File: src/include/exec_settings.svh
// execute core settings
// word and register file sizes, ALU operation codes, branch codes and
// forwarding select codes shared by the pipeline stages
`ifndef EXEC_SETTINGS_SVH
`define EXEC_SETTINGS_SVH

`define EXEC_WORD_W 16
`define EXEC_REG_N  8
`define EXEC_REG_W  3

// ALU operations
`define EXEC_ALU_ADD   3'd0
`define EXEC_ALU_AND   3'd1
`define EXEC_ALU_OR    3'd2
`define EXEC_ALU_XOR   3'd3
`define EXEC_ALU_SLL   3'd4
`define EXEC_ALU_SRL   3'd5
`define EXEC_ALU_SRA   3'd6
`define EXEC_ALU_PASSB 3'd7

// branch conditions, codes 6 and 7 never branch
`define EXEC_BR_NONE   3'd0
`define EXEC_BR_EQ     3'd1
`define EXEC_BR_NE     3'd2
`define EXEC_BR_LT     3'd3
`define EXEC_BR_GE     3'd4
`define EXEC_BR_ALWAYS 3'd5

`define EXEC_FWD_RF 2'd0   // register file
`define EXEC_FWD_EX 2'd1   // execute result
`define EXEC_FWD_WB 2'd2   // writeback result

`endif
File: src/hw/execPkg.sv
// execute core types
// data word, register index, operation codes, forwarding select and the
// register file clear state
`default_nettype none

`include "exec_settings.svh"

package execPkg;

   // one machine word
   typedef logic [`EXEC_WORD_W-1:0] word_t;

   typedef logic [`EXEC_REG_W-1:0] regIdx_t;   // register file index

   // carries one of the EXEC_ALU_* codes
   typedef logic [2:0] aluOp_t;

   typedef logic [2:0] brCode_t;   // one of the EXEC_BR_* codes

   // operand source: register file, execute result or writeback result
   typedef logic [1:0] fwdSel_t;

   // register file clear after reset, then normal operation
   typedef enum logic {
      ST_CLEAR,
      ST_RUN
   } opState_t;

endpackage

`default_nettype wire

File: src/hw/execTop.sv
// execTop
// three-stage execute pipeline: operand read, execute, writeback
// fixed three-cycle latency from issue to result
`timescale 1ns/1ps
`default_nettype none

module execTop (
   input  wire                   clk,
   input  wire                   rstN,
   input  wire                   issueValid,
   input  wire execPkg::regIdx_t rsIdx,
   input  wire execPkg::regIdx_t rtIdx,
   input  wire execPkg::regIdx_t rdIdx,
   input  wire execPkg::word_t   imm,
   input  wire                   bSrc,
   input  wire execPkg::aluOp_t  aluOp,
   input  wire                   invA,
   input  wire                   invB,
   input  wire                   cin,
   input  wire execPkg::brCode_t brCode,
   input  wire                   aluJmp,
   input  wire execPkg::word_t   pc,
   input  wire                   halt,
   output logic                  issueReady,
   output logic                  resValid,
   output execPkg::regIdx_t      resIdx,
   output execPkg::word_t        resData,
   output logic                  brValid,
   output logic                  brTaken,
   output execPkg::word_t        pcNext
);

   logic             s1Valid;
   execPkg::word_t   s1A;
   execPkg::word_t   s1B;
   execPkg::word_t   s1Imm;
   execPkg::word_t   s1Pc;
   execPkg::regIdx_t s1Rd;
   execPkg::fwdSel_t fwdA;
   execPkg::fwdSel_t fwdB;
   logic             s1BSrc;
   execPkg::aluOp_t  s1AluOp;
   logic             s1InvA;
   logic             s1InvB;
   logic             s1Cin;
   execPkg::brCode_t s1BrCode;
   logic             s1AluJmp;
   logic             s1Halt;
   logic             s2Valid;
   execPkg::regIdx_t s2Rd;
   execPkg::word_t   s2Data;
   logic             wrEn;
   execPkg::regIdx_t wrIdx;
   execPkg::word_t   wrData;

   operandRead opRd (
      .clk        (clk),
      .rstN       (rstN),
      .issueValid (issueValid),
      .rsIdx      (rsIdx),
      .rtIdx      (rtIdx),
      .rdIdx      (rdIdx),
      .imm        (imm),
      .pc         (pc),
      .bSrc       (bSrc),
      .aluOp      (aluOp),
      .invA       (invA),
      .invB       (invB),
      .cin        (cin),
      .brCode     (brCode),
      .aluJmp     (aluJmp),
      .halt       (halt),
      .wrEn       (wrEn),
      .wrIdx      (wrIdx),
      .wrData     (wrData),
      .s2Valid    (s2Valid),
      .s2Rd       (s2Rd),
      .issueReady (issueReady),
      .s1Valid    (s1Valid),
      .s1A        (s1A),
      .s1B        (s1B),
      .s1Imm      (s1Imm),
      .s1Pc       (s1Pc),
      .s1Rd       (s1Rd),
      .fwdA       (fwdA),
      .fwdB       (fwdB),
      .s1BSrc     (s1BSrc),
      .s1AluOp    (s1AluOp),
      .s1InvA     (s1InvA),
      .s1InvB     (s1InvB),
      .s1Cin      (s1Cin),
      .s1BrCode   (s1BrCode),
      .s1AluJmp   (s1AluJmp),
      .s1Halt     (s1Halt)
   );

   // stage-2 and writeback results loop back as forwarding sources
   executeStage exStg (
      .clk      (clk),
      .rstN     (rstN),
      .s1Valid  (s1Valid),
      .s1A      (s1A),
      .s1B      (s1B),
      .s1Imm    (s1Imm),
      .s1Pc     (s1Pc),
      .s1Rd     (s1Rd),
      .fwdA     (fwdA),
      .fwdB     (fwdB),
      .s1BSrc   (s1BSrc),
      .s1AluOp  (s1AluOp),
      .s1InvA   (s1InvA),
      .s1InvB   (s1InvB),
      .s1Cin    (s1Cin),
      .s1BrCode (s1BrCode),
      .s1AluJmp (s1AluJmp),
      .s1Halt   (s1Halt),
      .exFwd    (s2Data),
      .wbFwd    (resData),
      .s2Valid  (s2Valid),
      .s2Rd     (s2Rd),
      .s2Data   (s2Data),
      .brValid  (brValid),
      .brTaken  (brTaken),
      .pcNext   (pcNext)
   );

   writeBack wbStg (
      .clk      (clk),
      .rstN     (rstN),
      .s2Valid  (s2Valid),
      .s2Rd     (s2Rd),
      .s2Data   (s2Data),
      .wrEn     (wrEn),
      .wrIdx    (wrIdx),
      .wrData   (wrData),
      .resValid (resValid),
      .resIdx   (resIdx),
      .resData  (resData)
   );

endmodule

`default_nettype wire

File: src/hw/writeBack.sv
// writeBack
// stage 3 commit register, feeds the register file write port and the
// result ports
`timescale 1ns/1ps
`default_nettype none

module writeBack (
   input  wire                   clk,
   input  wire                   rstN,
   input  wire                   s2Valid,
   input  wire execPkg::regIdx_t s2Rd,
   input  wire execPkg::word_t   s2Data,
   output logic                  wrEn,
   output execPkg::regIdx_t      wrIdx,
   output execPkg::word_t        wrData,
   output logic                  resValid,
   output execPkg::regIdx_t      resIdx,
   output execPkg::word_t        resData
);

   logic             cmtValid;
   execPkg::regIdx_t cmtIdx;
   execPkg::word_t   cmtData;

   always_ff @(posedge clk) begin
      if (!rstN) begin
         cmtValid <= 1'b0;
      end else begin
         cmtValid <= s2Valid;
      end
   end

   always_ff @(posedge clk) begin
      cmtIdx  <= s2Rd;
      cmtData <= s2Data;
   end

   // every valid op writes, register 0 included
   assign wrEn   = cmtValid;
   assign wrIdx  = cmtIdx;
   assign wrData = cmtData;

   assign resValid = cmtValid;   // one cycle per committed op
   assign resIdx   = cmtIdx;
   assign resData  = cmtData;

endmodule

`default_nettype wire

File: src/hw/executeStage.sv
// executeStage
// stage 2: forwarding and B-source muxes, ALU, branch logic and the
// stage-2 register that carries the result and the next PC
`timescale 1ns/1ps
`default_nettype none

`include "exec_settings.svh"

module executeStage (
   input  wire                   clk,
   input  wire                   rstN,
   input  wire                   s1Valid,
   input  wire execPkg::word_t   s1A,
   input  wire execPkg::word_t   s1B,
   input  wire execPkg::word_t   s1Imm,
   input  wire execPkg::word_t   s1Pc,
   input  wire execPkg::regIdx_t s1Rd,
   input  wire execPkg::fwdSel_t fwdA,
   input  wire execPkg::fwdSel_t fwdB,
   input  wire                   s1BSrc,
   input  wire execPkg::aluOp_t  s1AluOp,
   input  wire                   s1InvA,
   input  wire                   s1InvB,
   input  wire                   s1Cin,
   input  wire execPkg::brCode_t s1BrCode,
   input  wire                   s1AluJmp,
   input  wire                   s1Halt,
   input  wire execPkg::word_t   exFwd,      // stage-2 result
   input  wire execPkg::word_t   wbFwd,      // writeback result
   output logic                  s2Valid,
   output execPkg::regIdx_t      s2Rd,
   output execPkg::word_t        s2Data,
   output logic                  brValid,
   output logic                  brTaken,
   output execPkg::word_t        pcNext
);

   execPkg::word_t opA;
   execPkg::word_t opRt;
   execPkg::word_t opB;
   execPkg::word_t aluOut;
   execPkg::word_t pcNextC;
   logic           zf;
   logic           sf;
   logic           brTakenC;
   logic           isFlow;

   function automatic execPkg::word_t fwdMux(
      input execPkg::fwdSel_t sel,
      input execPkg::word_t   rf,
      input execPkg::word_t   ex,
      input execPkg::word_t   wb
   );
      case (sel)
         `EXEC_FWD_EX: return ex;
         `EXEC_FWD_WB: return wb;
         default:      return rf;
      endcase
   endfunction

   assign opA  = fwdMux(fwdA, s1A, exFwd, wbFwd);
   assign opRt = fwdMux(fwdB, s1B, exFwd, wbFwd);
   assign opB  = s1BSrc ? s1Imm : opRt;   // immediate or register

   aluCore alu (
      .inA    (opA),
      .inB    (opB),
      .cin    (s1Cin),
      .aluOp  (s1AluOp),
      .invA   (s1InvA),
      .invB   (s1InvB),
      .aluOut (aluOut),
      .zf     (zf),
      .sf     (sf),
      .ovf    (),
      .cf     ()
   );

   branchCond brCtl (
      .pc      (s1Pc),
      .imm     (s1Imm),
      .aluOut  (aluOut),
      .zf      (zf),
      .sf      (sf),
      .brCode  (s1BrCode),
      .aluJmp  (s1AluJmp),
      .halt    (s1Halt),
      .valid   (s1Valid),
      .brTaken (brTakenC),
      .pcNext  (pcNextC)
   );

   // only branches and jumps report a PC
   assign isFlow = s1Valid && ((s1BrCode != `EXEC_BR_NONE) || s1AluJmp);

   always_ff @(posedge clk) begin
      if (!rstN) begin
         s2Valid <= 1'b0;
         brValid <= 1'b0;
         brTaken <= 1'b0;
      end else begin
         s2Valid <= s1Valid;
         brValid <= isFlow;
         brTaken <= brTakenC;
      end
   end

   always_ff @(posedge clk) begin
      s2Rd   <= s1Rd;
      s2Data <= aluOut;
      pcNext <= pcNextC;
   end

endmodule

`default_nettype wire

File: src/hw/operandRead.sv
// operandRead
// stage 1 of the execute pipeline: register file with a clear sequence
// after reset, source reads with write bypass, forwarding select generation
// and the stage-1 pipeline register
`timescale 1ns/1ps
`default_nettype none

`include "exec_settings.svh"

module operandRead (
   input  wire                   clk,
   input  wire                   rstN,
   input  wire                   issueValid,
   input  wire execPkg::regIdx_t rsIdx,
   input  wire execPkg::regIdx_t rtIdx,
   input  wire execPkg::regIdx_t rdIdx,
   input  wire execPkg::word_t   imm,
   input  wire execPkg::word_t   pc,
   input  wire                   bSrc,
   input  wire execPkg::aluOp_t  aluOp,
   input  wire                   invA,
   input  wire                   invB,
   input  wire                   cin,
   input  wire execPkg::brCode_t brCode,
   input  wire                   aluJmp,
   input  wire                   halt,
   input  wire                   wrEn,
   input  wire execPkg::regIdx_t wrIdx,
   input  wire execPkg::word_t   wrData,
   input  wire                   s2Valid,   // current stage-2 occupant
   input  wire execPkg::regIdx_t s2Rd,
   output logic                  issueReady,
   output logic                  s1Valid,
   output execPkg::word_t        s1A,
   output execPkg::word_t        s1B,
   output execPkg::word_t        s1Imm,
   output execPkg::word_t        s1Pc,
   output execPkg::regIdx_t      s1Rd,
   output execPkg::fwdSel_t      fwdA,
   output execPkg::fwdSel_t      fwdB,
   output logic                  s1BSrc,
   output execPkg::aluOp_t       s1AluOp,
   output logic                  s1InvA,
   output logic                  s1InvB,
   output logic                  s1Cin,
   output execPkg::brCode_t      s1BrCode,
   output logic                  s1AluJmp,
   output logic                  s1Halt
);

   execPkg::word_t    regFile [`EXEC_REG_N];
   execPkg::opState_t state;
   execPkg::regIdx_t  clrIdx;
   execPkg::word_t    rsData;
   execPkg::word_t    rtData;
   execPkg::fwdSel_t  selA;
   execPkg::fwdSel_t  selB;
   logic              accept;

   // newest producer wins: stage 1 now is stage 2 next cycle
   function automatic execPkg::fwdSel_t pickFwd(
      input execPkg::regIdx_t src,
      input logic             exValid,
      input execPkg::regIdx_t exRd,
      input logic             wbValid,
      input execPkg::regIdx_t wbRd
   );
      if (exValid && (exRd == src)) begin
         return `EXEC_FWD_EX;
      end else if (wbValid && (wbRd == src)) begin
         return `EXEC_FWD_WB;
      end
      return `EXEC_FWD_RF;
   endfunction

   assign issueReady = (state == execPkg::ST_RUN);
   assign accept     = issueValid && issueReady;   // dropped while clearing

   // clear sequence walks every register once
   always_ff @(posedge clk) begin
      if (!rstN) begin
         state  <= execPkg::ST_CLEAR;
         clrIdx <= '0;
      end else if (state == execPkg::ST_CLEAR) begin
         clrIdx <= clrIdx + 1'b1;
         if (clrIdx == `EXEC_REG_W'(`EXEC_REG_N - 1)) begin
            state <= execPkg::ST_RUN;
         end
      end
   end

   always_ff @(posedge clk) begin
      if (state == execPkg::ST_CLEAR) begin
         regFile[clrIdx] <= '0;
      end else if (wrEn) begin
         regFile[wrIdx] <= wrData;
      end
   end

   // a write on this edge is seen by the read
   assign rsData = (wrEn && (wrIdx == rsIdx)) ? wrData : regFile[rsIdx];
   assign rtData = (wrEn && (wrIdx == rtIdx)) ? wrData : regFile[rtIdx];

   assign selA = pickFwd(rsIdx, s1Valid, s1Rd, s2Valid, s2Rd);
   assign selB = pickFwd(rtIdx, s1Valid, s1Rd, s2Valid, s2Rd);

   always_ff @(posedge clk) begin
      if (!rstN) begin
         s1Valid <= 1'b0;
      end else begin
         s1Valid <= accept;
      end
   end

   always_ff @(posedge clk) begin
      s1A      <= rsData;
      s1B      <= rtData;
      s1Imm    <= imm;
      s1Pc     <= pc;
      s1Rd     <= rdIdx;
      fwdA     <= selA;
      fwdB     <= selB;
      s1BSrc   <= bSrc;
      s1AluOp  <= aluOp;
      s1InvA   <= invA;
      s1InvB   <= invB;
      s1Cin    <= cin;
      s1BrCode <= brCode;
      s1AluJmp <= aluJmp;
      s1Halt   <= halt;
   end

endmodule

`default_nettype wire

File: src/hw/branchCond.sv
// branchCond
// branch condition on the ALU flags, PC-relative target and next-PC choice
`timescale 1ns/1ps
`default_nettype none

`include "exec_settings.svh"

module branchCond (
   input  wire execPkg::word_t   pc,
   input  wire execPkg::word_t   imm,
   input  wire execPkg::word_t   aluOut,
   input  wire                   zf,
   input  wire                   sf,
   input  wire execPkg::brCode_t brCode,
   input  wire                   aluJmp,
   input  wire                   halt,
   input  wire                   valid,
   output logic                  brTaken,
   output execPkg::word_t        pcNext
);

   logic           condMet;
   execPkg::word_t target;
   execPkg::word_t pcInc;

   always_comb begin
      case (brCode)
         `EXEC_BR_EQ:     condMet = zf;
         `EXEC_BR_NE:     condMet = !zf;
         `EXEC_BR_LT:     condMet = sf;    // sign of the compare result
         `EXEC_BR_GE:     condMet = !sf;
         `EXEC_BR_ALWAYS: condMet = 1'b1;
         default:         condMet = 1'b0;  // NONE and unused codes
      endcase
   end

   // halted or empty slots never branch
   assign brTaken = valid && !halt && condMet;

   assign target = pc + imm;
   assign pcInc  = pc + execPkg::word_t'(1);

   // register jump beats a taken branch
   assign pcNext = aluJmp ? aluOut : (brTaken ? target : pcInc);

endmodule

`default_nettype wire

File: src/hw/aluCore.sv
// aluCore
// combinational word ALU with operand inversion and carry-in
// subtract is ADD with invB and cin set
`timescale 1ns/1ps
`default_nettype none

`include "exec_settings.svh"

module aluCore (
   input  wire execPkg::word_t  inA,
   input  wire execPkg::word_t  inB,
   input  wire                  cin,
   input  wire execPkg::aluOp_t aluOp,
   input  wire                  invA,
   input  wire                  invB,
   output execPkg::word_t       aluOut,
   output logic                 zf,
   output logic                 sf,
   output logic                 ovf,
   output logic                 cf
);

   localparam int ShW  = $clog2(`EXEC_WORD_W);   // shift amount bits
   localparam int SumW = `EXEC_WORD_W + 1;

   execPkg::word_t  opA;
   execPkg::word_t  opB;
   logic [SumW-1:0] sumExt;

   assign opA = invA ? ~inA : inA;
   assign opB = invB ? ~inB : inB;

   // extra top bit holds the carry out
   assign sumExt = {1'b0, opA} + {1'b0, opB} + SumW'(cin);

   always_comb begin
      aluOut = opB;
      ovf    = 1'b0;
      cf     = 1'b0;
      case (aluOp)
         `EXEC_ALU_ADD: begin
            aluOut = sumExt[`EXEC_WORD_W-1:0];
            cf     = sumExt[`EXEC_WORD_W];
            // same-sign operands giving a result of the other sign
            ovf    = (opA[`EXEC_WORD_W-1] == opB[`EXEC_WORD_W-1]) &&
                     (sumExt[`EXEC_WORD_W-1] != opA[`EXEC_WORD_W-1]);
         end
         `EXEC_ALU_AND: aluOut = opA & opB;
         `EXEC_ALU_OR:  aluOut = opA | opB;
         `EXEC_ALU_XOR: aluOut = opA ^ opB;
         `EXEC_ALU_SLL: aluOut = opA << opB[ShW-1:0];
         `EXEC_ALU_SRL: aluOut = opA >> opB[ShW-1:0];
         `EXEC_ALU_SRA: aluOut = execPkg::word_t'($signed(opA) >>> opB[ShW-1:0]);
         default:       aluOut = opB;   // PASSB
      endcase
   end

   assign zf = (aluOut == '0);
   assign sf = aluOut[`EXEC_WORD_W-1];

endmodule

`default_nettype wire

File: config.mk
export PLATFORM = sky130hd
export DESIGN_NAME = execTop
export DESIGN_NICKNAME = d
export VERILOG_FILES = /design/src/hw/execPkg.sv /design/src/hw/execTop.sv /design/src/hw/writeBack.sv /design/src/hw/executeStage.sv /design/src/hw/operandRead.sv /design/src/hw/branchCond.sv /design/src/hw/aluCore.sv
export VERILOG_INCLUDE_DIRS = /design/src /design/src/include
export SDC_FILE = /design/constraint.sdc
export NUM_CORES = 1
export LEC_CHECK = 0
export ABC_CLOCK_PERIOD_IN_PS = 10600
export BUFFER_PORTS_ARGS = -buffer_cell sky130_fd_sc_hd__buf_4
export CORE_MARGIN = 5
export CORE_UTILIZATION = 35
export CTS_CLUSTER_SIZE = 24
export DETAILED_ROUTE_END_ITERATION = 7
export GPL_ROUTABILITY_DRIVEN = 0
export PLACE_DENSITY = 0.57
export SETUP_SLACK_MARGIN = 0.02
export SLEW_MARGIN = 30
export SYNTH_ARGS = -nofsm -noshare
export SYNTH_HDL_FRONTEND = slang
export SYNTH_HIERARCHICAL = 1
export SYNTH_SLANG_ARGS = --single-unit
File: constraint.sdc
create_clock -name clk -period 10.6 [get_ports clk]
set_clock_uncertainty 0.2 [all_clocks]
set_input_delay 1.06 -clock clk [delete_from_list [all_inputs] [get_ports clk]]
set_output_delay 1.06 -clock clk [all_outputs]
set_load 0.005 [all_outputs]
==> results of run 1 <==
placed cells by master, fill, tap and decap left out, types with 11 or more instances in the layout:
master and count:
a211oi_1 15, a21oi_1 54, a221oi_2 12, a22oi_1 23, and2_1 23, and3_1 26
buf_4 132, clkbuf_16 30, dfxtp_1 144, edfxtp_1 128, ha_1 54, inv_1 54
mux2_2 70, mux2i_1 41, mux4_1 62, mux4_2 12, nand2_1 107, nand3_1 11
nor2_1 74, nor2b_1 30, nor3_1 22, o21ai_0 69, o22ai_1 13, o31ai_2 15
xnor2_1 56, xor2_1 37
worst paths after layout:
kind,startpoint,to,slack [ps],cells past startpoint
hold reg to reg,exStg/s2Data[5]$_DFF_P_,wbStg/resData[5]$_DFF_P_,190,0
hold / removal,exStg/s2Data[5]$_DFF_P_,wbStg/resData[5]$_DFF_P_,190,0
setup / recovery,opRd/fwdA[0]$_SDFF_PN0_,exStg/pcNext[15]$_DFF_P_,1850,27
setup reg to reg,opRd/fwdA[0]$_SDFF_PN0_,exStg/pcNext[15]$_DFF_P_,1850,27
stage by stage:
step / power [mW] / worst slack [ps] / hold slack [ps] / util / cell area (µm²)
after floorplan: 1.813 / 2942 / 150.9 / - / 16440
after global placement: 2.076 / 1864 / 174.6 / 0.3751 / 17460
after detailed placement: 2.076 / 2090 / 179.0 / 0.3752 / 17470
after CTS: 3.119 / 2062 / 176.6 / 0.3961 / 18440
after global routing: 3.243 / 1378 / 187.9 / 0.3962 / 18440
final: 3.110 / 1847 / 189.8 / 0.3962 / 18440
report_power, final:
group / total, mW / internal (mW) / switching (mW)
Combinational: 0.779 / 0.325 / 0.454
Sequential: 1.30 / 1.20 / 0.0970
Clock: 1.04 / 0.601 / 0.435
area by class of cell:
class / instances / share of cell area
multi-input cells: 998 / 0.4736
flip-flops and latches: 274 / 0.3670
repair buffers: 132 / 0.05373
clock buffers: 44 / 0.04572
well taps: 607 / 0.04118
inverters: 57 / 0.01174
clock inverters: 8 / 0.007055
critical path, delay by kind of cell (launching register included):
kind | cells | cell delay [ps]
multiplexers | 1 | 250
flip-flops | 1 | 330
XOR/XNOR | 3 | 450
buffers and inverters | 4 | 510
AO/OA/AOI/OAI | 10 | 4390
adder cells (fa/ha/maj) | 3 | 1020
AND/OR/NAND/NOR | 6 | 1490
state kept, by name, summed over array words and instances (netlist names), 3 cells and up:
register / flops
opRd/regFile: 128
exStg/s2Rd: 3
opRd/s1Pc: 16
exStg/pcNext: 16
opRd/s1Imm: 16
opRd/s1AluOp: 3
exStg/s2Data: 16
opRd/clrIdx: 3
opRd/s1Rd: 3
opRd/s1BrCode: 3
wbStg/resData: 16
opRd/s1A: 16
opRd/s1B: 16
wbStg/resIdx: 3
per-layer routing:
| metal | routed length (µm) | share of wire | vias to the layer above | GRT usage |
|---|---|---|---|---|
| met5 | 5 | 0.00010 | - | 0 |
| met3 | 3160 | 0.065 | 96 | 0.02796 |
| met4 | 1381 | 0.028 | 2 | 0.04774 |
| li1 | - | - | 5531 | - |
| met2 | 23260 | 0.48 | 489 | 0.3039 |
| met1 | 21130 | 0.43 | 5916 | 0.2541 |
==> impl_metrics.ini, run 1 <==
[clock_network]
cts_tree = yes
clock_sinks = 274
post_cts_buffers = 0
max-clock-path-buffers = 3
insertion_delay_ps = 580
cts.root.buffer_cell = clkbuf_16
cts_hold_buf = 0
ctsResizeCount = 0
numCtsBuffers = 28
h-tree-depth = 1
clkSlewWorstSetupHoldPaths_ps = 70

[floorplan]
die_y_um = 226.8
die_area_mm2 = 0.05142
core_mm2 = 0.04656
io_pins = 95
rows = 79
initial_core_util = 0.3532
die_w_um = 226.8

[detailed_routing]
wl_um = 48940
drtIter0Drc = 953
ant_nets = 0
drc = 0
via_per_inst = 5.676
drtPass1Iterations = 6
vias = 12030
wl_per_cell_um = 23.09

[pwr]
power_density_mw_per_mm2 = 168.6
power_leakage_nw = 7.002
peakVddDrop_mv = 0.1403

[sta]
finalHoldViolCount = 0
setup_violations = 0
period_needed_ps = 8753
drv_slew = 0
finalCritPeriodShare = 0.8258
rsz0062_at_grt = no
fmax_mhz = 114.2
maxSlewHeadroom = 0.2698
tightest_slew_ps = 1088
tns_ps = 0

[setup_path]
required_ps = 10860
crit_path_max_incr_delay_ps = 860
worstSetupPathType = reg2reg
critPathLaunchType = flip-flop
slowest_stage = o21ai_1
worst-endpoint-arrival_ps = 9010
cp_max_fo = 21
end_kind = flip-flop

[cells_and_area]
seq_area_mm2 = 0.006769
num-fill-cells = 4451
n_antenna_cell = 0
nNetsFinal = 1604
drive_above_1_share = 0.2016
area_delta_synth_final_pct = 12.16
stdcell_count = 2120
multi_input_area_mm2 = 0.008735

[global_routing]
grt_pass1_vias = 11830
grt_usage = 0.1840
antenna_found_initial = 2
overflow = 0
grt_pass1_wl_um = 73570
grt_max_degree = 60

[synthesis]
yosys_warnings = 6
synthCells = 1448
synth.cell_area_mm2 = 0.01644
synthesis.nets = 1561
synth.avg_cell_area_um2 = 11.36

[placed_design]
dp_cells = 2068
numPortBuffers = 94
hpwl_um = 34610

[outcome]
status = finished, final reports clean

[worst_hold_path]
hp-class = reg2reg

[run]
max-cap-violations = 0
(Power assumes the default switching activity.)
==> run 2, diff against run 1 <==
- ABC_CLOCK_PERIOD_IN_PS: 10600 -> 8700
- clock period: 10.6 -> 8.7 ns (I/O delays scaled with it)
==> run 2 against run 1 <==
Combinational power increased by 25%. Non-clock buffer count up 14. Largest power group unchanged. Count of clock-buffer cells in the layout is 3 higher. Register-to-register slack got worse by 1200 ps. Clock power grew 19%.
==> impl_metrics.ini, run 2 (synthesis gave the netlist of run 1 again) <==
[clock_network]
post_cts_buffers = 0
cts_hold_buf = 0
cts.root.buffer_cell = clkbuf_16
insertion_delay_ps = 590
clkSlewWorstSetupHoldPaths_ps = 60
max-clock-path-buffers = 3
numCtsBuffers = 30
cts_tree = yes
h-tree-depth = 1
clock_sinks = 274

[cells_and_area]
num-fill-cells = 4434
nNetsFinal = 1620
area_delta_synth_final_pct = 12.71
layout_commonest_cell = buf_4
drive_above_1_share = 0.2084
final_cell_mix = 146 x buf_4, 144 x dfxtp_1, 128 x edfxtp_1
largest_reg_flops = 128
regMostFlops = opRd/regFile
n_antenna_cell = 0

[sta]
tightest_slew_ps = 1023
maxSlewHeadroom = 0.3132
finalHoldViolCount = 0
rsz0062_at_grt = no
drv_slew = 0
setup_violations = 0
period_needed_ps = 8044
finalCritPeriodShare = 0.9245
tns_ps = 0
fmax_mhz = 124.3

[setup_path]
crit_buf_inv = 3
required_ps = 8950
critPathLaunchType = flip-flop
cp_top_family = compound AO/OA/AOI/OAI gates
cp_max_fo = 22
end_kind = flip-flop
crit_top_cell = ha_1
critPathLaunch = opRd/fwdB[0]$_SDFF_PN0_
reg2reg_from = opRd/fwdB[0]$_SDFF_PN0_
crit_path_max_incr_delay_ps = 560
worst-endpoint-arrival_ps = 8300
worstSetupPathType = reg2reg
slowest_stage = or4_1

[floorplan]
die_area_mm2 = 0.05142
die_w_um = 226.8
io_pins = 95
rows = 79
core_mm2 = 0.04656
die_y_um = 226.8
initial_core_util = 0.3532

[global_routing]
grt_usage = 0.1900
grt_pass1_wl_um = 75690
grt_pass1_vias = 11880
grt_max_degree = 38
antenna_found_initial = 0
overflow = 0

[detailed_routing]
vias = 12310
drc = 0
drtPass1Iterations = 6
drtIter0Drc = 1425
wl_um = 50660
ant_nets = 0
wl_per_cell_um = 23.70
via_per_inst = 5.757

[pwr]
power_mw = 3.808
power_leakage_nw = 7.072
peakVddDrop_mv = 0.1556
power_density_mw_per_mm2 = 205.5

[placed_design]
numPortBuffers = 94
hpwl_um = 35930

[run]
max-cap-violations = 0

[worst_hold_path]
min-delay-start = brCode[1]
hp-class = in2reg

[outcome]
status = finished, final reports clean
==> run 2: cell count changes in the layout (fill, tap and decap cells not counted), sizes merged <==
cell	change
inv	+1
buf	+14
clkbuf	+3
clkinv	+3
clkinvlp	-1
bufinv	-2
==> run 2: cell type report <==
| cell class | count | area [µm²] | area share |
|---|---|---|---|
| clock inverters | 9 | 88.84 | 0.004793 |
| inverters | 57 | 216.5 | 0.01168 |
| flip-flops and latches | 274 | 6769 | 0.3652 |
| multi-input cells | 998 | 8728 | 0.4709 |
| well taps | 607 | 759.5 | 0.04098 |
| repair buffers | 146 | 1096 | 0.05914 |
| clock buffers | 47 | 875.8 | 0.04726 |
==> run 2: repair_timing <==
item,in CTS,in global routing
setup endpoints to repair,0,1
endpoints found under the hold margin,0,0
resized for setup,0,1
==> run 2: report_power, final <==
group	total, mW	switching, mW	leakage (nW)	internal [mW]
Sequential	1.59	0.129	2.33	1.46
Clock	1.24	0.545	0.463	0.699
Combinational	0.975	0.565	4.28	0.410
Total	3.81	1.24	7.07	2.57
==> run 2: worst paths after layout <==
| kind | to | slack (ps) | cells after the start |
|---|---|---|---|
| setup / recovery | exStg/pcNext[15]$_DFF_P_ | 660 | 28 |
| hold / removal | opRd/s1BrCode[1]$_DFF_P_ | 180 | 1 |
| setup reg to reg | exStg/pcNext[15]$_DFF_P_ | 660 | 28 |
| hold reg to reg | wbStg/resData[0]$_DFF_P_ | 190 | 0 |
==> run 2: worst register-to-register path, delay by kind of cell, from the launching register on <==
kind	cells	cell delay, ps
AO/OA/AOI/OAI	11	2710
XOR/XNOR	3	890
adder cells (fa/ha/maj)	3	1150
buffers and inverters	3	440
flip-flops	1	340
multiplexers	1	250
AND/OR/NAND/NOR	7	1960
==> run 2: through the flow <==
stage	cell area, µm²	setup slack (ps)	hold slack, ps	instances	utilization
floorplan	16440	1042	150.9	1448	-
global placement	17570	898.1	178.2	2082	0.3773
detailed placement	17570	764.2	172.5	2082	0.3774
CTS	18530	708.3	147.8	2138	0.3981
global route	18530	26.31	152.4	2138	0.3981
finish	18530	656.5	176.9	2138	0.3981
==> run 2: routing by layer <==
metal	vias to the layer above	routed length [µm]	part of all wire	track usage
met1	6056	22200	0.44	0.2719
met3	104	3320	0.066	0.02330
met4	0	1338	0.026	0.04366
li1	5573	-	-	-
met2	576	23810	0.47	0.3099
met5	-	0	0	0
